==> src/logic/lsu_macros.svh <==
`ifndef LSU_MACROS_SVH
`define LSU_MACROS_SVH

// ============================================================================
// Memory map of the machine timer
// ============================================================================

// The timer occupies a 16-byte region starting at this address
`define LSU_TIMER_BASE 32'hFFFF_0000

// Byte offsets of the 32-bit timer registers inside the region
`define LSU_MTIME_LO    4'h0
`define LSU_MTIME_HI    4'h4
`define LSU_MTIMECMP_LO 4'h8
`define LSU_MTIMECMP_HI 4'hC

// Privilege value that may write the timer
`define LSU_PRV_MACHINE 1'b1

// ============================================================================
// Wishbone port widths
// ============================================================================

`define LSU_WB_ADR_W 32
`define LSU_WB_DAT_W 32
`define LSU_WB_SEL_W 4

`endif
==> src/logic/lsu_pkg.sv <==
`default_nettype none

`include "lsu_macros.svh"

package lsu_pkg;

    // Widths that carry a meaning across the stage
    typedef logic [`LSU_WB_DAT_W-1:0] word_t;
    typedef logic [`LSU_WB_ADR_W-1:0] addr_t;
    typedef logic [3:0]               tag_t;
    typedef logic [`LSU_WB_SEL_W-1:0] sel_t;

    // Memory operations, loads first and stores last
    typedef enum logic [2:0] {
        LB, LH, LW, LBU, LHU, SB, SH, SW
    } lsu_op_t;

    // Load unit FSM
    typedef enum logic [1:0] {
        LDU_IDLE, LDU_HAZARD, LDU_BUS, LDU_DONE
    } ldu_state_t;

    // Store unit FSM
    typedef enum logic [1:0] {
        STU_IDLE, STU_BUS, STU_DONE
    } stu_state_t;

    // True when the low address bits do not suit the access size.
    // Byte accesses are always aligned
    function automatic logic lsu_misaligned(input lsu_op_t op, input logic [1:0] off);
        case (op)
            LH, LHU, SH: lsu_misaligned = off[0];
            LW, SW:      lsu_misaligned = (off != 2'b00);
            default:     lsu_misaligned = 1'b0;
        endcase
    endfunction

endpackage

`default_nettype wire

==> src/logic/load_store_unit.sv <==
`timescale 1ns/1ps
`default_nettype none

`include "lsu_macros.svh"

module load_store_unit (
    input  logic              clk_i,
    input  logic              rst_n_i,
    // Issue
    input  logic              issue_valid_i,
    input  lsu_pkg::lsu_op_t  issue_op_i,
    input  lsu_pkg::addr_t    issue_addr_i,
    input  lsu_pkg::word_t    issue_data_i,
    input  lsu_pkg::tag_t     issue_tag_i,
    input  logic              prv_level_i,
    output logic              ldu_idle_o,
    output logic              stu_idle_o,
    // Commit
    output logic              commit_valid_o,
    output lsu_pkg::tag_t     commit_tag_o,
    output lsu_pkg::word_t    commit_data_o,
    output logic              commit_fault_o,
    // Wishbone classic master
    output logic              wb_cyc_o,
    output logic              wb_stb_o,
    output logic              wb_we_o,
    output lsu_pkg::addr_t    wb_adr_o,
    output lsu_pkg::sel_t     wb_sel_o,
    output lsu_pkg::word_t    wb_dat_o,
    input  lsu_pkg::word_t    wb_dat_i,
    input  logic              wb_ack_i,
    // Machine timer interrupt
    output logic              timer_irq_o
);
    import lsu_pkg::*;

    localparam addr_t TIMER_BASE = `LSU_TIMER_BASE;

    logic  timer_hit, is_load, ld_valid, st_valid;
    word_t timer_rd_data;
    logic  timer_we;
    logic  ld_req, ld_ack, st_req, st_ack;
    addr_t ld_adr, st_adr;
    word_t ld_dat, st_dat;
    sel_t  st_sel;
    logic  st_busy;
    addr_t st_busy_addr;
    logic  ld_res_valid, ld_res_fault, st_res_valid, st_res_fault, st_accept;
    tag_t  ld_res_tag, st_res_tag;
    word_t ld_res_data;

    // ========================================================================
    // Issue decode
    // ========================================================================

    // The timer region is 16 bytes, so the low four bits are the offset
    assign timer_hit = (issue_addr_i[31:4] == TIMER_BASE[31:4]);
    assign is_load   = issue_op_i inside {LB, LH, LW, LBU, LHU};
    assign ld_valid  = issue_valid_i & is_load;
    assign st_valid  = issue_valid_i & ~is_load;

    load_unit u_ldu (
        .clk_i          (clk_i),
        .rst_n_i        (rst_n_i),
        .valid_i        (ld_valid),
        .op_i           (issue_op_i),
        .addr_i         (issue_addr_i),
        .tag_i          (issue_tag_i),
        .timer_hit_i    (timer_hit),
        .timer_data_i   (timer_rd_data),
        .st_busy_i      (st_busy),
        .st_addr_i      (st_busy_addr),
        .bus_req_o      (ld_req),
        .bus_adr_o      (ld_adr),
        .bus_ack_i      (ld_ack),
        .bus_dat_i      (ld_dat),
        .idle_o         (ldu_idle_o),
        .result_valid_o (ld_res_valid),
        .result_tag_o   (ld_res_tag),
        .result_data_o  (ld_res_data),
        .result_fault_o (ld_res_fault)
    );

    store_unit u_stu (
        .clk_i          (clk_i),
        .rst_n_i        (rst_n_i),
        .valid_i        (st_valid),
        .op_i           (issue_op_i),
        .addr_i         (issue_addr_i),
        .data_i         (issue_data_i),
        .tag_i          (issue_tag_i),
        .prv_level_i    (prv_level_i),
        .timer_hit_i    (timer_hit),
        .timer_we_o     (timer_we),
        .bus_req_o      (st_req),
        .bus_adr_o      (st_adr),
        .bus_sel_o      (st_sel),
        .bus_dat_o      (st_dat),
        .bus_ack_i      (st_ack),
        .busy_o         (st_busy),
        .busy_addr_o    (st_busy_addr),
        .accepted_i     (st_accept),
        .idle_o         (stu_idle_o),
        .result_valid_o (st_res_valid),
        .result_tag_o   (st_res_tag),
        .result_fault_o (st_res_fault)
    );

    // Every store unit transfer is a write
    wb_arbiter u_arb (
        .clk_i    (clk_i),
        .rst_n_i  (rst_n_i),
        .ld_req_i (ld_req),
        .ld_adr_i (ld_adr),
        .ld_ack_o (ld_ack),
        .ld_dat_o (ld_dat),
        .st_req_i (st_req),
        .st_we_i  (1'b1),
        .st_adr_i (st_adr),
        .st_sel_i (st_sel),
        .st_dat_i (st_dat),
        .st_ack_o (st_ack),
        .wb_cyc_o (wb_cyc_o),
        .wb_stb_o (wb_stb_o),
        .wb_we_o  (wb_we_o),
        .wb_adr_o (wb_adr_o),
        .wb_sel_o (wb_sel_o),
        .wb_dat_o (wb_dat_o),
        .wb_dat_i (wb_dat_i),
        .wb_ack_i (wb_ack_i)
    );

    // Timer writes and reads both use the issue address directly
    mmio_timer u_timer (
        .clk_i       (clk_i),
        .rst_n_i     (rst_n_i),
        .we_i        (timer_we),
        .wr_off_i    (issue_addr_i[3:0]),
        .wr_data_i   (issue_data_i),
        .rd_off_i    (issue_addr_i[3:0]),
        .rd_data_o   (timer_rd_data),
        .timer_irq_o (timer_irq_o)
    );

    // ========================================================================
    // Commit arbiter
    // ========================================================================

    // A load result always goes out at once, a store result waits its turn
    assign commit_valid_o = ld_res_valid | st_res_valid;
    assign st_accept      = st_res_valid & ~ld_res_valid;
    assign commit_tag_o   = ld_res_valid ? ld_res_tag : st_res_tag;
    assign commit_data_o  = ld_res_valid ? ld_res_data : '0;
    assign commit_fault_o = ld_res_valid ? ld_res_fault : st_res_fault;

endmodule

`default_nettype wire

==> src/logic/mmio_timer.sv <==
`timescale 1ns/1ps
`default_nettype none

`include "lsu_macros.svh"

module mmio_timer (
    input  logic            clk_i,
    input  logic            rst_n_i,
    input  logic            we_i,
    input  logic [3:0]      wr_off_i,
    input  lsu_pkg::word_t  wr_data_i,
    input  logic [3:0]      rd_off_i,
    output lsu_pkg::word_t  rd_data_o,
    output logic            timer_irq_o
);
    import lsu_pkg::*;

    logic [63:0] mtime_q;
    logic [63:0] mtimecmp_q;
    logic        irq_q;

    // ========================================================================
    // Time, compare and interrupt
    // ========================================================================

    always_ff @(posedge clk_i or negedge rst_n_i) begin
        if (!rst_n_i) begin
            mtime_q    <= '0;
            mtimecmp_q <= '1;
            irq_q      <= 1'b0;
        end else begin
            mtime_q <= mtime_q + 64'd1;
            // The interrupt follows the comparison one cycle later
            irq_q   <= (mtime_q >= mtimecmp_q);
            // A write replaces one 32-bit half and wins over the increment
            if (we_i) begin
                case (wr_off_i)
                    `LSU_MTIME_LO:    mtime_q[31:0]     <= wr_data_i;
                    `LSU_MTIME_HI:    mtime_q[63:32]    <= wr_data_i;
                    `LSU_MTIMECMP_LO: mtimecmp_q[31:0]  <= wr_data_i;
                    `LSU_MTIMECMP_HI: mtimecmp_q[63:32] <= wr_data_i;
                    default:          ;
                endcase
            end
        end
    end

    // Reads are combinational so a timer load completes in one cycle
    always_comb begin
        case (rd_off_i)
            `LSU_MTIME_LO:    rd_data_o = mtime_q[31:0];
            `LSU_MTIME_HI:    rd_data_o = mtime_q[63:32];
            `LSU_MTIMECMP_LO: rd_data_o = mtimecmp_q[31:0];
            `LSU_MTIMECMP_HI: rd_data_o = mtimecmp_q[63:32];
            default:          rd_data_o = '0;
        endcase
    end

    assign timer_irq_o = irq_q;

endmodule

`default_nettype wire

==> src/logic/wb_arbiter.sv <==
`timescale 1ns/1ps
`default_nettype none

module wb_arbiter (
    input  logic            clk_i,
    input  logic            rst_n_i,
    // Load unit side
    input  logic            ld_req_i,
    input  lsu_pkg::addr_t  ld_adr_i,
    output logic            ld_ack_o,
    output lsu_pkg::word_t  ld_dat_o,
    // Store unit side
    input  logic            st_req_i,
    input  logic            st_we_i,
    input  lsu_pkg::addr_t  st_adr_i,
    input  lsu_pkg::sel_t   st_sel_i,
    input  lsu_pkg::word_t  st_dat_i,
    output logic            st_ack_o,
    // Wishbone classic master
    output logic            wb_cyc_o,
    output logic            wb_stb_o,
    output logic            wb_we_o,
    output lsu_pkg::addr_t  wb_adr_o,
    output lsu_pkg::sel_t   wb_sel_o,
    output lsu_pkg::word_t  wb_dat_o,
    input  lsu_pkg::word_t  wb_dat_i,
    input  logic            wb_ack_i
);
    import lsu_pkg::*;

    logic busy_q;
    logic gnt_ld_q;
    logic gnt_ld;

    // While no cycle is open the grant follows the requests with the load
    // first, and once a cycle is open the registered grant holds until ack
    assign gnt_ld = busy_q ? gnt_ld_q : ld_req_i;

    always_ff @(posedge clk_i or negedge rst_n_i) begin
        if (!rst_n_i) begin
            busy_q   <= 1'b0;
            gnt_ld_q <= 1'b0;
        end else begin
            busy_q <= wb_cyc_o & ~wb_ack_i;
            if (!busy_q) begin
                gnt_ld_q <= gnt_ld;
            end
        end
    end

    // cyc and stb move together, one transfer at a time
    assign wb_cyc_o = gnt_ld ? ld_req_i : st_req_i;
    assign wb_stb_o = wb_cyc_o;
    assign wb_we_o  = ~gnt_ld & st_we_i;
    assign wb_adr_o = gnt_ld ? ld_adr_i : st_adr_i;
    // Loads always read the whole word
    assign wb_sel_o = gnt_ld ? '1 : st_sel_i;
    assign wb_dat_o = gnt_ld ? '0 : st_dat_i;

    // The ack goes back only to the unit holding the grant
    assign ld_ack_o = wb_ack_i & wb_cyc_o & gnt_ld;
    assign st_ack_o = wb_ack_i & wb_cyc_o & ~gnt_ld;
    assign ld_dat_o = wb_dat_i;

endmodule

`default_nettype wire

==> src/logic/store_unit.sv <==
`timescale 1ns/1ps
`default_nettype none

`include "lsu_macros.svh"

module store_unit (
    input  logic              clk_i,
    input  logic              rst_n_i,
    input  logic              valid_i,
    input  lsu_pkg::lsu_op_t  op_i,
    input  lsu_pkg::addr_t    addr_i,
    input  lsu_pkg::word_t    data_i,
    input  lsu_pkg::tag_t     tag_i,
    input  logic              prv_level_i,
    input  logic              timer_hit_i,
    output logic              timer_we_o,
    output logic              bus_req_o,
    output lsu_pkg::addr_t    bus_adr_o,
    output lsu_pkg::sel_t     bus_sel_o,
    output lsu_pkg::word_t    bus_dat_o,
    input  logic              bus_ack_i,
    output logic              busy_o,
    output lsu_pkg::addr_t    busy_addr_o,
    input  logic              accepted_i,
    output logic              idle_o,
    output logic              result_valid_o,
    output lsu_pkg::tag_t     result_tag_o,
    output logic              result_fault_o
);
    import lsu_pkg::*;

    stu_state_t state_q;
    addr_t      addr_q;
    sel_t       sel_q;
    word_t      dat_q;
    tag_t       tag_q;
    logic       fault_q;
    logic       start;
    logic       fault;
    sel_t       sel;
    word_t      lanes;

    assign start = valid_i & (state_q == STU_IDLE);

    // Misaligned stores fault, and only machine level may write the timer
    assign fault = lsu_misaligned(op_i, addr_i[1:0]) |
                   (timer_hit_i & (prv_level_i != `LSU_PRV_MACHINE));
    assign timer_we_o = start & timer_hit_i & ~fault;

    // Store data is copied to every lane, the byte select picks the live ones
    always_comb begin
        case (op_i)
            SB: begin
                lanes = {4{data_i[7:0]}};
                sel   = 4'b0001 << addr_i[1:0];
            end
            SH: begin
                lanes = {2{data_i[15:0]}};
                sel   = addr_i[1] ? 4'b1100 : 4'b0011;
            end
            default: begin
                lanes = data_i;
                sel   = 4'b1111;
            end
        endcase
    end

    // ========================================================================
    // FSM
    // ========================================================================

    always_ff @(posedge clk_i or negedge rst_n_i) begin
        if (!rst_n_i) begin
            state_q <= STU_IDLE;
        end else begin
            case (state_q)
                STU_IDLE: begin
                    if (start) begin
                        state_q <= (fault || timer_hit_i) ? STU_DONE : STU_BUS;
                    end
                end
                STU_BUS: begin
                    if (bus_ack_i) begin
                        state_q <= STU_DONE;
                    end
                end
                // The result waits here while a load owns the commit port
                default: begin
                    if (accepted_i) begin
                        state_q <= STU_IDLE;
                    end
                end
            endcase
        end
    end

    always_ff @(posedge clk_i) begin
        if (start) begin
            addr_q  <= {addr_i[31:2], 2'b00};
            sel_q   <= sel;
            dat_q   <= lanes;
            tag_q   <= tag_i;
            fault_q <= fault;
        end
    end

    assign bus_req_o      = (state_q == STU_BUS);
    assign bus_adr_o      = addr_q;
    assign bus_sel_o      = sel_q;
    assign bus_dat_o      = dat_q;
    assign busy_o         = (state_q == STU_BUS);
    assign busy_addr_o    = addr_q;
    assign idle_o         = (state_q == STU_IDLE);
    assign result_valid_o = (state_q == STU_DONE);
    assign result_tag_o   = tag_q;
    assign result_fault_o = fault_q;

endmodule

`default_nettype wire

==> src/logic/load_unit.sv <==
`timescale 1ns/1ps
`default_nettype none

module load_unit (
    input  logic              clk_i,
    input  logic              rst_n_i,
    input  logic              valid_i,
    input  lsu_pkg::lsu_op_t  op_i,
    input  lsu_pkg::addr_t    addr_i,
    input  lsu_pkg::tag_t     tag_i,
    input  logic              timer_hit_i,
    input  lsu_pkg::word_t    timer_data_i,
    input  logic              st_busy_i,
    input  lsu_pkg::addr_t    st_addr_i,
    output logic              bus_req_o,
    output lsu_pkg::addr_t    bus_adr_o,
    input  logic              bus_ack_i,
    input  lsu_pkg::word_t    bus_dat_i,
    output logic              idle_o,
    output logic              result_valid_o,
    output lsu_pkg::tag_t     result_tag_o,
    output lsu_pkg::word_t    result_data_o,
    output logic              result_fault_o
);
    import lsu_pkg::*;

    ldu_state_t state_q;
    lsu_op_t    op_q;
    addr_t      addr_q;
    tag_t       tag_q;
    word_t      data_q;
    logic       fault_q;
    logic       start;
    logic       misaligned;
    logic       hazard_now;
    logic       hazard_q;

    // Moves the addressed bytes down to lane 0 and extends them to a word
    function automatic word_t extend(input lsu_op_t op, input logic [1:0] off,
                                     input word_t raw);
        word_t sh;
        sh = raw >> {off, 3'b000};
        case (op)
            LB:      extend = {{24{sh[7]}}, sh[7:0]};
            LBU:     extend = {24'h0, sh[7:0]};
            LH:      extend = {{16{sh[15]}}, sh[15:0]};
            LHU:     extend = {16'h0, sh[15:0]};
            default: extend = sh;
        endcase
    endfunction

    assign start      = valid_i & (state_q == LDU_IDLE);
    assign misaligned = lsu_misaligned(op_i, addr_i[1:0]);

    // A store still on the bus to the same word blocks the load.
    // The check is done on the word address only
    assign hazard_now = st_busy_i & (st_addr_i[31:2] == addr_i[31:2]);
    assign hazard_q   = st_busy_i & (st_addr_i[31:2] == addr_q[31:2]);

    // ========================================================================
    // FSM
    // ========================================================================

    always_ff @(posedge clk_i or negedge rst_n_i) begin
        if (!rst_n_i) begin
            state_q <= LDU_IDLE;
        end else begin
            case (state_q)
                LDU_IDLE: begin
                    // Faults and timer reads finish in one cycle
                    if (start) begin
                        if (misaligned || timer_hit_i) begin
                            state_q <= LDU_DONE;
                        end else if (hazard_now) begin
                            state_q <= LDU_HAZARD;
                        end else begin
                            state_q <= LDU_BUS;
                        end
                    end
                end
                LDU_HAZARD: begin
                    if (!hazard_q) begin
                        state_q <= LDU_BUS;
                    end
                end
                LDU_BUS: begin
                    if (bus_ack_i) begin
                        state_q <= LDU_DONE;
                    end
                end
                // Commit never stalls a load, so DONE lasts one cycle
                default: state_q <= LDU_IDLE;
            endcase
        end
    end

    // Payload of the load in flight
    always_ff @(posedge clk_i) begin
        if (start) begin
            op_q    <= op_i;
            addr_q  <= addr_i;
            tag_q   <= tag_i;
            fault_q <= misaligned;
            // Timer data is taken as a whole word
            data_q  <= misaligned ? '0 : timer_data_i;
        end else if ((state_q == LDU_BUS) && bus_ack_i) begin
            data_q <= extend(op_q, addr_q[1:0], bus_dat_i);
        end
    end

    assign bus_req_o      = (state_q == LDU_BUS);
    assign bus_adr_o      = {addr_q[31:2], 2'b00};
    assign idle_o         = (state_q == LDU_IDLE);
    assign result_valid_o = (state_q == LDU_DONE);
    assign result_tag_o   = tag_q;
    assign result_data_o  = data_q;
    assign result_fault_o = fault_q;

endmodule

`default_nettype wire

==> config.mk <==
export PLATFORM = sky130hd
export DESIGN_NAME = load_store_unit
export DESIGN_NICKNAME = d
export VERILOG_FILES = /design/src/logic/lsu_pkg.sv /design/src/logic/load_store_unit.sv /design/src/logic/mmio_timer.sv /design/src/logic/wb_arbiter.sv /design/src/logic/store_unit.sv /design/src/logic/load_unit.sv
export VERILOG_INCLUDE_DIRS = /design/src /design/src/logic
export SDC_FILE = /design/constraint.sdc
export NUM_CORES = 1
export LEC_CHECK = 0
export ABC_AREA = 1
export BUFFER_PORTS_ARGS = -buffer_cell sky130_fd_sc_hd__buf_2
export CAP_MARGIN = 40
export CORE_ASPECT_RATIO = 2
export CORE_MARGIN = 1
export CORE_UTILIZATION = 59
export DETAILED_ROUTE_END_ITERATION = 8
export PLACE_DENSITY_LB_ADDON = 0.05
export SLEW_MARGIN = 15
export SYNTH_ARGS = -nofsm -noshare
export SYNTH_HDL_FRONTEND = slang
export SYNTH_SLANG_ARGS = --single-unit
==> constraint.sdc <==
create_clock -name clk_i -period 6.1 [get_ports clk_i]
set_input_delay 0.61 -clock clk_i [delete_from_list [all_inputs] [get_ports clk_i]]
set_output_delay 0.61 -clock clk_i [all_outputs]
set_load 0.01 [all_outputs]
; ---- Word-level counts from Yosys, hierarchy flattened
; Cells that the tools add are included.
[word_totals]
register_bits = 278
inputBits = 108
output_inout_bits = 112
wordCells = 119
[classes]
n_addsub = 1
magnitude_cmp = 1
n_eq_ne = 26
shift = 2
muxes = 31
bitwise_logic = 22
n_reduce_logical = 18
[op_table]
columns = operator, n
row1 = $mux W32, 8
row2 = $pmux W32 S4, 2
row3 = $add A64 B1 Y64 const B, 1
row4 = $ge A64 B64 Y1, 1
row5 = $mux W64, 1
row6 = $pmux W32 S2, 1
row7 = $eq A30 B30 Y1, 2
row8 = $shr A32 B5 Y32, 1
row9 = $eq A28 B28 Y1 const B, 1
row10 = $mux W2, 9
row11 = $eq A3 B3 Y1 const B, 5
row12 = $and A1 B1 Y1, 14
row13 = $mux W4, 3
row14 = $eq A3 B2 Y1 const B, 3
row15 = $eq A4 B4 Y1 const B, 2
row16 = $pmux W4 S2, 1
row17 = $eq A2 B2 Y1 const B, 3
row18 = $eq A3 B1 Y1 const B, 2
row19 = $logic_not A3 Y1, 2
row20 = $ne A2 B2 Y1 const B, 3
row21 = $not A1 Y1, 6
row22 = $pmux W2 S3, 1
row23 = $reduce_and A3 Y1, 2
row24 = $reduce_bool A5 Y1, 1
row25 = other kinds (17), 26

; ---- Logic depth before layout (Yosys ltp)
; Gate-level depths: netlist (run 1).
[depth]
depth_word = 8
mapped_depth = 13
depth_no_buf = 13

; ---- Cells and area by module
; From an unflattened synthesis (run 1), not the netlist that was laid out.
[unflattened]
hier_cells = 2634
hier_area_um2 = 19022.0
[by_module_without_submodules]
columns = module, n_inst, cells_each, area_per_inst_um2, seq_area_each_um2
row1 = mmio_timer, 1, 1381, 9439.1, 3308.2
row2 = load_unit, 1, 663, 4946.0, 2212.1
row3 = store_unit, 1, 239, 3079.2, 2182.1
row4 = wb_arbiter, 1, 229, 1083.5, 50.0
row5 = load_store_unit, 1, 122, 474.2, 0.0

; ---- Least setup slack after synthesis (run 1)
; OpenSTA, ideal clock, no wires.
[synth_timing]
kind = in2reg
startpoint = input issue_op_i[0]
endpoint = register u_ldu.data_q[0], in the netlist u_ldu.result_data_o[0], enable pin
setup_time_ps = 389
arrival_time_ps = 4114
slack_ps = 1597
cell_stages = 6
path_cell_list = o21ai_1 > nand2_1 > nor2_1 > inv_1 > clkbuf_1 > nand2_1
[synth_via]
elab_chain_cells = 5
elab_cells_between_ends = 9
[synth_lines]
columns = item, line_no
row1 = "start, declared", load_store_unit.sv:11  ; input lsu_pkg::lsu_op_t issue_op_i,
row2 = "$eq A3 B1 Y1, or another cell as far along", load_store_unit.sv:58  ; assign is_load = issue_op_i inside {LB, LH, LW, LBU, LHU};
row3 = $reduce_bool A5 Y1 *, load_store_unit.sv:58
row4 = $and A1 B1 Y1 *, load_store_unit.sv:59  ; assign ld_valid = issue_valid_i & is_load;
row5 = $and A1 B1 Y1 *, load_unit.sv:52  ; assign start = valid_i & (state_q == LDU_IDLE);
row6 = $reduce_bool A2 Y1 (no source line) *, --
row7 = "end signal, assigned", load_unit.sv:105  ; data_q <= misaligned ? '0 : timer_data_i;
row8 = "end signal, assigned", load_unit.sv:107  ; data_q <= extend(op_q, addr_q[1:0], bus_dat_i);
row9 = "end, declared", load_unit.sv:31  ; word_t data_q;
; Mark *: on every way between the ends. The rest lies on a longest branch, timed or not.
; A chain may end at the register's enable or synchronous reset.

; ---- Worst setup path after layout (run 1)
[layout_timing]
startpoint = register u_ldu.state_q[0]
endpoint = output wb_adr_o[3]
[layout_via]
elab_chain_cells = 3
[layout_lines]
columns = item, line_no
row1 = "start, declared", load_unit.sv:27  ; ldu_state_t state_q;
row2 = "start signal, assigned", load_unit.sv:66  ; state_q <= LDU_IDLE;
row3 = "start signal, assigned", load_unit.sv:73  ; state_q <= LDU_DONE;
row4 = "start signal, assigned", load_unit.sv:75  ; state_q <= LDU_HAZARD;
row5 = $eq A2 B2 Y1, load_unit.sv:111  ; assign bus_req_o = (state_q == LDU_BUS);
row6 = $mux W1, wb_arbiter.sv:37  ; assign gnt_ld = busy_q ? gnt_ld_q : ld_req_i;
row7 = $mux W32, wb_arbiter.sv:55  ; assign wb_adr_o = gnt_ld ? ld_adr_i : st_adr_i;
row8 = "end, declared", load_store_unit.sv:27  ; output lsu_pkg::addr_t wb_adr_o,
; Every way passes these cells.

==> run summary, run 1 <==
Final Max Tran Viols: 0
Num rows: 88
Nets: 2671
#FFs+latches synth: 278
Sequential cell area: 7752 µm²
Die extent in y: 245.5 µm
P_leak: 9.006 nW
CP endpoint: wb_adr_o[3]
Mapped cell area: 17490 µm²
Max-slew headroom: 38.99%
Most frequent cells in the layout: nand2_1, inv_1, nor2_1, buf_2, o21ai_0
Die Wd: 123.7 µm
Largest net degree at the start of global routing: 77
GRT Residual Overflow: 0
RSZ-0062 raised after global routing: no
Crit start category: flip-flop
Core area: 28960 µm²
Global-route wire length before repair: 104100 µm
Final setup violation count: 0
Final core occ: 68.20%
# Post-CTS Setup Buffers: 0
PwrDens: 286.5 nW/µm²
Worst-path clk slew: 0.07 ns
Final hold violations: 0
CTS tree: yes
Reg-to-Reg Start: u_timer.mtime_q[0]
Vias in the first global route: 16880
Worst-path fanout max: 76
Mean Syn Cell Area: 7.617 µm²
CP Class: reg -> out
Clk root buf: clkbuf_16
Synth Warn #: 0
TritonRoute pass-1 iters: 6
Sink Count: 278
Status: finished clean
Antenna Nets Post-Route: 0
Tot Pwr: 5.658 mW
Hpwl dp: 55320 µm
Multi-input logic area: 8053 µm²
Reg2reg path depth: 9
ANT cells: 0
End of the worst register-to-register path: u_timer.mtime_q[54]
Non-Filler Instances: 2873
Initial antenna violation count: 0
Cells after Synth: 2296
Seq/Total Area, Yosys: 44.33%
# IOs: 220
Peak Freq: 0.2859 GHz
Post-synthesis cell type count: 40
HP Class: in -> async
Aggregate routed wire length: 72300 µm
Req. time, crit path: 5.49 ns
Flop2flop setup slack: 2.99 ns
Critical path endpoint category: output port
GRT Total Usage: 48.84%
Vias/cell: 6.064
Dpl cells: 2820
Post-DR wirelength/cell: 25.17 µm
Fin crit share: 57.34%
Placement Cell Area: 18850 µm²
Setup Skew: 0.01598 ns
Layout area overhead: 12.93%
Critical Path Source: u_ldu.state_q[0]
Finished Cell Area: 19750 µm²
Worst path arrival time: 2.89 ns
DRC: 0
Peak VDD IR: 271.5 µV
Die area: 30380 µm²
Cts bufs inserted: 26
Max-cap viol count: 0
Slew @ Worst Pin: 0.9087 ns
Worst skew pair latency: 0.56 ns
Hold_buf cts: 0
Setup TNS: 0 ns
Iteration-0 DRC Markers: 1769
GP Congestion: 1.054
Share of post-route cells with drive strength above 1: 15.68%
Most common cell after layout, fill and taps aside: nand2_1
I/O Buffers: 217
Starting Density: 60.40%
Fillers: 2447
Routed via count: 17420
Post-CTS sizing: 0
CTS H-tree depth: 1
Fin crit period: 3.498 ns
Clock Path Buffers: 3
-- worst min-delay path by stage --
stage	endpoint	slack, ns	start
after floorplan	u_arb.busy_q	0.31	rst_n_i
after global placement	u_timer.mtimecmp_q[25]	0.46	u_timer.mtimecmp_q[25]
after detailed placement	u_timer.mtimecmp_q[24]	0.46	u_timer.mtimecmp_q[24]
after CTS	u_timer.mtime_q[62]	0.12	rst_n_i
after global routing	u_timer.mtime_q[58]	0.14	rst_n_i
final	u_timer.mtime_q[58]	0.07	rst_n_i
-- final cells by class --
class                   count  share of cell area (%)
multi-input cells        1593                   40.77
flip-flops and latches    278                   39.25
clock buffers              33                   3.586
repair buffers            243                   6.671
inverters                 351                   6.671
clock inverters            15                  0.7665
well taps                 360                   2.281
-- cell usage after synthesis (all sizes together) --
cell type	n	area share, %
a221oi	27	1.4
conb	1	0.021
buf	28	1.2
clkinv	2	0.043
nor4	2	0.072
clkbuf	47	1.0
a21oi	44	1.3
or2	5	0.18
edfxtp	143	25
xor2	44	2.2
a22oi	1	0.043
nand3	79	2.3
o21a	2	0.086
o2111ai	5	0.25
mux2i	7	0.40
inv	349	7.5
o211ai	8	0.34
ha	70	5.0
nand4	28	1.0
nand2	644	14
nand3b	4	0.17
o21ai	215	6.5
dfstp	64	9.6
xnor2	39	2.0
dfrtp	71	10
nor3	42	1.3
nor2	293	6.4
o22ai	32	1.1
-- through the flow --
stage / setup slack, ns / hold WS, ns
floorplan: 1.597 / 0.3144
global placement: 2.513 / 0.4608
detailed placement: 2.498 / 0.4586
CTS: 2.723 / 0.1221
global route: 2.493 / 0.1358
finish: 2.602 / 0.07172
-- critical path, stage by stage, from the launching register on --
cell and delay [ns]:
dfrtp_1 0.45, inv_1 0.12, ha_1 0.22, inv_1 0.08, nand2_1 0.08, o21ai_1 0.10, inv_2 0.08, buf_4 0.57
o21ai_0 0.33, buf_2 0.22
-- logic make-up (layout without fill, tap and decap cells) --
group	after synthesis	count (layout)	share of synthesized area [%]
compound gates	334	334	11.02
xor+xnor	83	83	4.157
fa+ha+maj	70	70	5.008
buf+inv	426	642	9.708
flops	278	278	44.33
mux	7	7	0.4006
other cells	1	2	0.02144
simple gates	1097	1097	25.36
-- power by group --
group	leakage, nW	internal, mW	total (mW)	switching (mW)
Sequential	2.84	2.17	2.27	0.0988
Combinational	5.75	0.527	1.69	1.16
Clock	0.418	0.919	1.70	0.779
Total	9.01	3.62	5.66	2.04
-- sequential cells by signal, summed over array words and instances, names as in the netlist, 2 cells and up --
| name | flops |
|---|---|
| u_ldu.addr_q | 32 |
| u_stu.state_q | 2 |
| u_timer.mtime_q | 64 |
| u_stu.bus_sel_o | 4 |
| u_stu.bus_adr_o | 30 |
| u_stu.result_tag_o | 4 |
| u_timer.mtimecmp_q | 64 |
| u_ldu.op_q | 3 |
| u_ldu.state_q | 2 |
| u_stu.bus_dat_o | 32 |
| u_ldu.result_tag_o | 4 |
| u_ldu.result_data_o | 32 |
-- per-layer routing --
metal	part of all wire, %	GRT usage [%]	vias up
li1	-	-	7771
met1	29	45.21	8022
met4	13	52.30	0
met2	49	80.80	1153
met5	0	0	-
met3	8.9	13.22	476
No activity file was read; power rests on OpenSTA's default activity.
==> inputs of run 2 (changes only) <==
--- a/config.mk
+++ b/config.mk
@@ -6,12 +6,12 @@
 export SDC_FILE = /design/constraint.sdc
 export NUM_CORES = 1
 export LEC_CHECK = 0
-export ABC_AREA = 1
+export ABC_AREA = 0
 export BUFFER_PORTS_ARGS = -buffer_cell sky130_fd_sc_hd__buf_2
 export CAP_MARGIN = 40
 export CORE_ASPECT_RATIO = 2
 export CORE_MARGIN = 1
-export CORE_UTILIZATION = 59
+export CORE_UTILIZATION = 53
 export DETAILED_ROUTE_END_ITERATION = 8
 export PLACE_DENSITY_LB_ADDON = 0.05
 export SLEW_MARGIN = 15
==> constraint.sdc (replaced) <==
create_clock -name clk_i -period 3.1 [get_ports clk_i]
set_input_delay 0.31 -clock clk_i [delete_from_list [all_inputs] [get_ports clk_i]]
set_output_delay 0.31 -clock clk_i [all_outputs]
set_load 0.01 [all_outputs]
==> run 2 against run 1 <==
  * Routed wire length down 23%
  * Register-to-register slack worse by 2.6 ns
  * Design area down 4.9%
  * Critical path type is now in -> reg
  * Global-route usage down 13 points
  * Largest power group unchanged
  * Largest cell class is now flip-flops and latches
  * Via count down 21%
==> run summary, run 2 <==
Status: finished clean (unchanged)
Final core occ: 63.64% (was 68.20%)
Reg2reg path depth: 11 (was 9)
Core area: 29510 µm² (was 28960 µm²)
TritonRoute pass-1 iters: 5 (was 6)
Largest net degree at the start of global routing: 68 (was 77)
CP max stage delay: 0.55 ns (was 0.57 ns)
GP Congestion: 0.9671 (was 1.054)
Share of post-route cells with drive strength above 1: 23.73% (was 15.68%)
Slowest CP cell: or4_4 (was buf_4)
GRT Residual Overflow: 0 (unchanged)
Post-synth top flop: edfxtp_1 (unchanged)
I/O Buffers: 217 (unchanged)
Peak Freq: 0.3445 GHz
Slew @ Worst Pin: 0.7977 ns (was 0.9087 ns)
Final worst slack: 0.1972 ns (was 2.602 ns)
Biggest regs: u_timer.mtime_q x64, u_timer.mtimecmp_q x64 (unchanged)
Pre-CTS setup slack: 0.2012 ns (was 2.498 ns)
Hpwl dp: 41310 µm (was 55320 µm)
Antenna Nets Post-Route: 0 (unchanged)
Worst-path clk slew: 0.07 ns (about the same)
Vias in the first global route: 13660 (was 16880)
Critical Path Source: issue_addr_i[14] (was u_ldu.state_q[0])
CTS tree: yes (unchanged)
PwrDens: 572.6 nW/µm² (was 286.5 nW/µm²)
P_leak: 8.209 nW (was 9.006 nW)
Hold_buf cts: 10 (was 0)
Crit path depth: 9 (unchanged)
DRC: 0 (unchanged)
Most common cell after layout, fill and taps aside: buf_2 (was nand2_1)
Crit start category: input pin (was flip-flop)
Die Wd: 124.4 µm (was 123.7 µm)
Final hold violations: 0 (unchanged)
Final Max Tran Viols: 0 (unchanged)
Req. time, crit path: 3.52 ns (was 5.49 ns)
Cells after Synth: 1601 (was 2296)
# Post-CTS Setup Buffers: 0 (unchanged)
Initial antenna violation count: 1 (was 0)
Most frequent cells after synthesis: nand2_1, edfxtp_1, a21oi_1 (was nand2_1, inv_1, nor2_1)
Worst path cell trace: dlygate4sd3_1 -> buf_2 -> or4_1 -> or4_4 -> a2111oi_4 -> nand2_4 -> buf_12 -> nor2_1 -> a21oi_1 (was inv_1 -> ha_1 -> inv_1 -> nand2_1 -> o21ai_1 -> inv_2 -> buf_4 -> o21ai_0 -> buf_2)
Fillers: 2560 (was 2447)
Die area: 30700 µm² (was 30380 µm²)
Reg-to-Reg Start: u_timer.mtimecmp_q[57] (was u_timer.mtime_q[0])
Num rows: 89 (was 88)
Max-cap viol count: 0 (unchanged)
Aggregate routed wire length: 55320 µm (was 72300 µm)
# IOs: 220 (unchanged)
Hold_ws: 0.006537 ns (was 0.07172 ns)
Starting Density: 53.82% (was 60.40%)
Area contributors post-synth: edfxtp_1, dfrtp_1, dfstp_2 (was edfxtp_1, nand2_1, dfrtp_1)
Most frequent cells in the layout: buf_2, nand2_1, edfxtp_1, a21oi_1, nor2_1 (was nand2_1, inv_1, nor2_1, buf_2, o21ai_0)
Min-delay src: issue_addr_i[29]
Clock Path Buffers: 3 (unchanged)
Worst path arrival time: 3.33 ns (was 2.89 ns)
Fin crit period: 2.903 ns
Max-slew headroom: 46.82% (was 38.99%)
Setup Skew: 0.01960 ns (was 0.01598 ns)
Post-CTS sizing: 0 (unchanged)
Largest area contributor in the synthesized netlist: edfxtp_1 (unchanged)
Multi-input logic area: 7516 µm² (was 8053 µm²)
Mean Syn Cell Area: 9.920 µm² (was 7.617 µm²)
Fin crit share: 93.64%
Tot Pwr: 10.75 mW (was 5.658 mW)
Sequential cell area: 7752 µm² (unchanged)
Sink Count: 278 (unchanged)
Seq/Total Area, Yosys: 48.81% (was 44.33%)
Crit path max-delay family: simple AND/OR/NAND/NOR gates (was buffers and inverters)
Layout area overhead: 18.25% (was 12.93%)
CP Class: in -> reg (was reg -> out)
Critical path endpoint category: flip-flop (was output port)
Clk root buf: clkbuf_16 (unchanged)
Post-synth ARST share: 48.56% (unchanged)
Final setup violation count: 0 (unchanged)
GRT Total Usage: 35.54% (was 48.84%)
Peak VDD IR: 440.2 µV (was 271.5 µV)
Share of the synthesized area in the top cell type: 27.04% (was 24.55%)
Worst path bufs/invs: 3 (was 5)
#FFs+latches synth: 278 (unchanged)
Worst-path fanout max: 30 (was 76)
Nets: 2025 (was 2671)
Die extent in y: 246.8 µm (was 245.5 µm)
Post-DR wirelength/cell: 24.79 µm (was 25.17 µm)
Global-route wire length before repair: 81560 µm (was 104100 µm)
Iteration-0 DRC Markers: 969 (was 1769)
Worst skew pair latency: 0.56 ns (about the same)
CTS H-tree depth: 1 (unchanged)
Post-synthesis cell type count: 59 (was 40)
Vias/cell: 6.200 (was 6.064)
Mapped cell area: 15880 µm² (was 17490 µm²)
Number of flops mapped to enable cells by yosys: 143 (unchanged)
Dominant cell by count in the synthesized netlist: nand2_1 (unchanged)
HP Class: in -> reg (was in -> async)
Routed via count: 13840 (was 17420)
Cts bufs inserted: 26 (unchanged)
Worst hold stages: 1
Synth Warn #: 0 (unchanged)
RSZ-0062 raised after global routing: no (unchanged)
## run 2: changes by cell type in the layout (fill, tap and decap cells not counted), sizes merged, moves of 69 or more
cell   previous run  this run
a21oi            44       122
nor2            293       105
inv             352        79
and2              0        69
o21ai           215        89
nand2           644       155
## run 2: final timing paths
| path | endpoint | slack (ns) |
|---|---|---|
| max reg2reg | u_timer.timer_irq_o | 0.42 |
| min | u_ldu.addr_q[29] | 0.007 |
| max | u_timer.mtime_q[17] | 0.20 |
| min reg2reg | u_timer.mtimecmp_q[3] | 0.51 |
| max in group asynchronous | u_timer.mtimecmp_q[10] | 1.90 |
| min in group asynchronous | u_timer.mtime_q[59] | 0.36 |
## run 2: metrics by stage
stage | setup TNS (ns) | instance area [µm²] | instances
2_1_floorplan | -11.43 | 15930 | 1602
3_3_place_gp | 0 | 17770 | 2171
3_5_place_dp | 0 | 17810 | 2173
4_1_cts | 0 | 18780 | 2231
5_1_grt | 0 | 18780 | 2232
6_report | 0 | 18780 | 2232
## run 2: cells by family after synthesis
logic type	after synthesis	synth area share [%]
simple gates	563	17.72
compound gates	352	13.68
flops	278	48.81
buf+inv	166	4.223
xor+xnor	124	6.838
fa+ha+maj	70	5.515
mux	47	3.183
other cells	1	0.02361
## run 2: area by class of cell
type | instances | share of cell area (%)
flip-flops and latches | 278 | 41.28
multi-input cells | 1158 | 40.02
repair buffers | 304 | 10.07
clock buffers | 32 | 3.804
well taps | 364 | 2.425
inverters | 79 | 1.579
clock inverters | 16 | 0.8062
diodes | 1 | 0.01333
## run 2: layer usage
layer | wire, µm | share of wire, % | global-route usage (%) | up-vias
met1 | 18510 | 33 | 36.49 | 6755
met5 | 0 | 0 | 0 | -
met3 | 2906 | 5.3 | 3.959 | 193
met2 | 29610 | 54 | 66.57 | 637
met4 | 4297 | 7.8 | 24.91 | 0
li1 | - | - | - | 6253
## run 2: report_power, final
part           switching (mW)  internal [mW]  leakage, nW
Clock                    1.46           1.88        0.427
Sequential              0.160           4.26         2.70
Combinational            1.89           1.11         5.08
## run 2: worst register-to-register path, stage by stage, from the launching register on
cell and delay [ns]:
dfstp_2 0.54, inv_1 0.06, ha_1 0.30, nand4_1 0.18
nor4_1 0.43, buf_4 0.21, nand3_1 0.10, nor3_1 0.21
buf_4 0.16, o311ai_0 0.12, buf_4 0.18, o2111ai_1 0.09
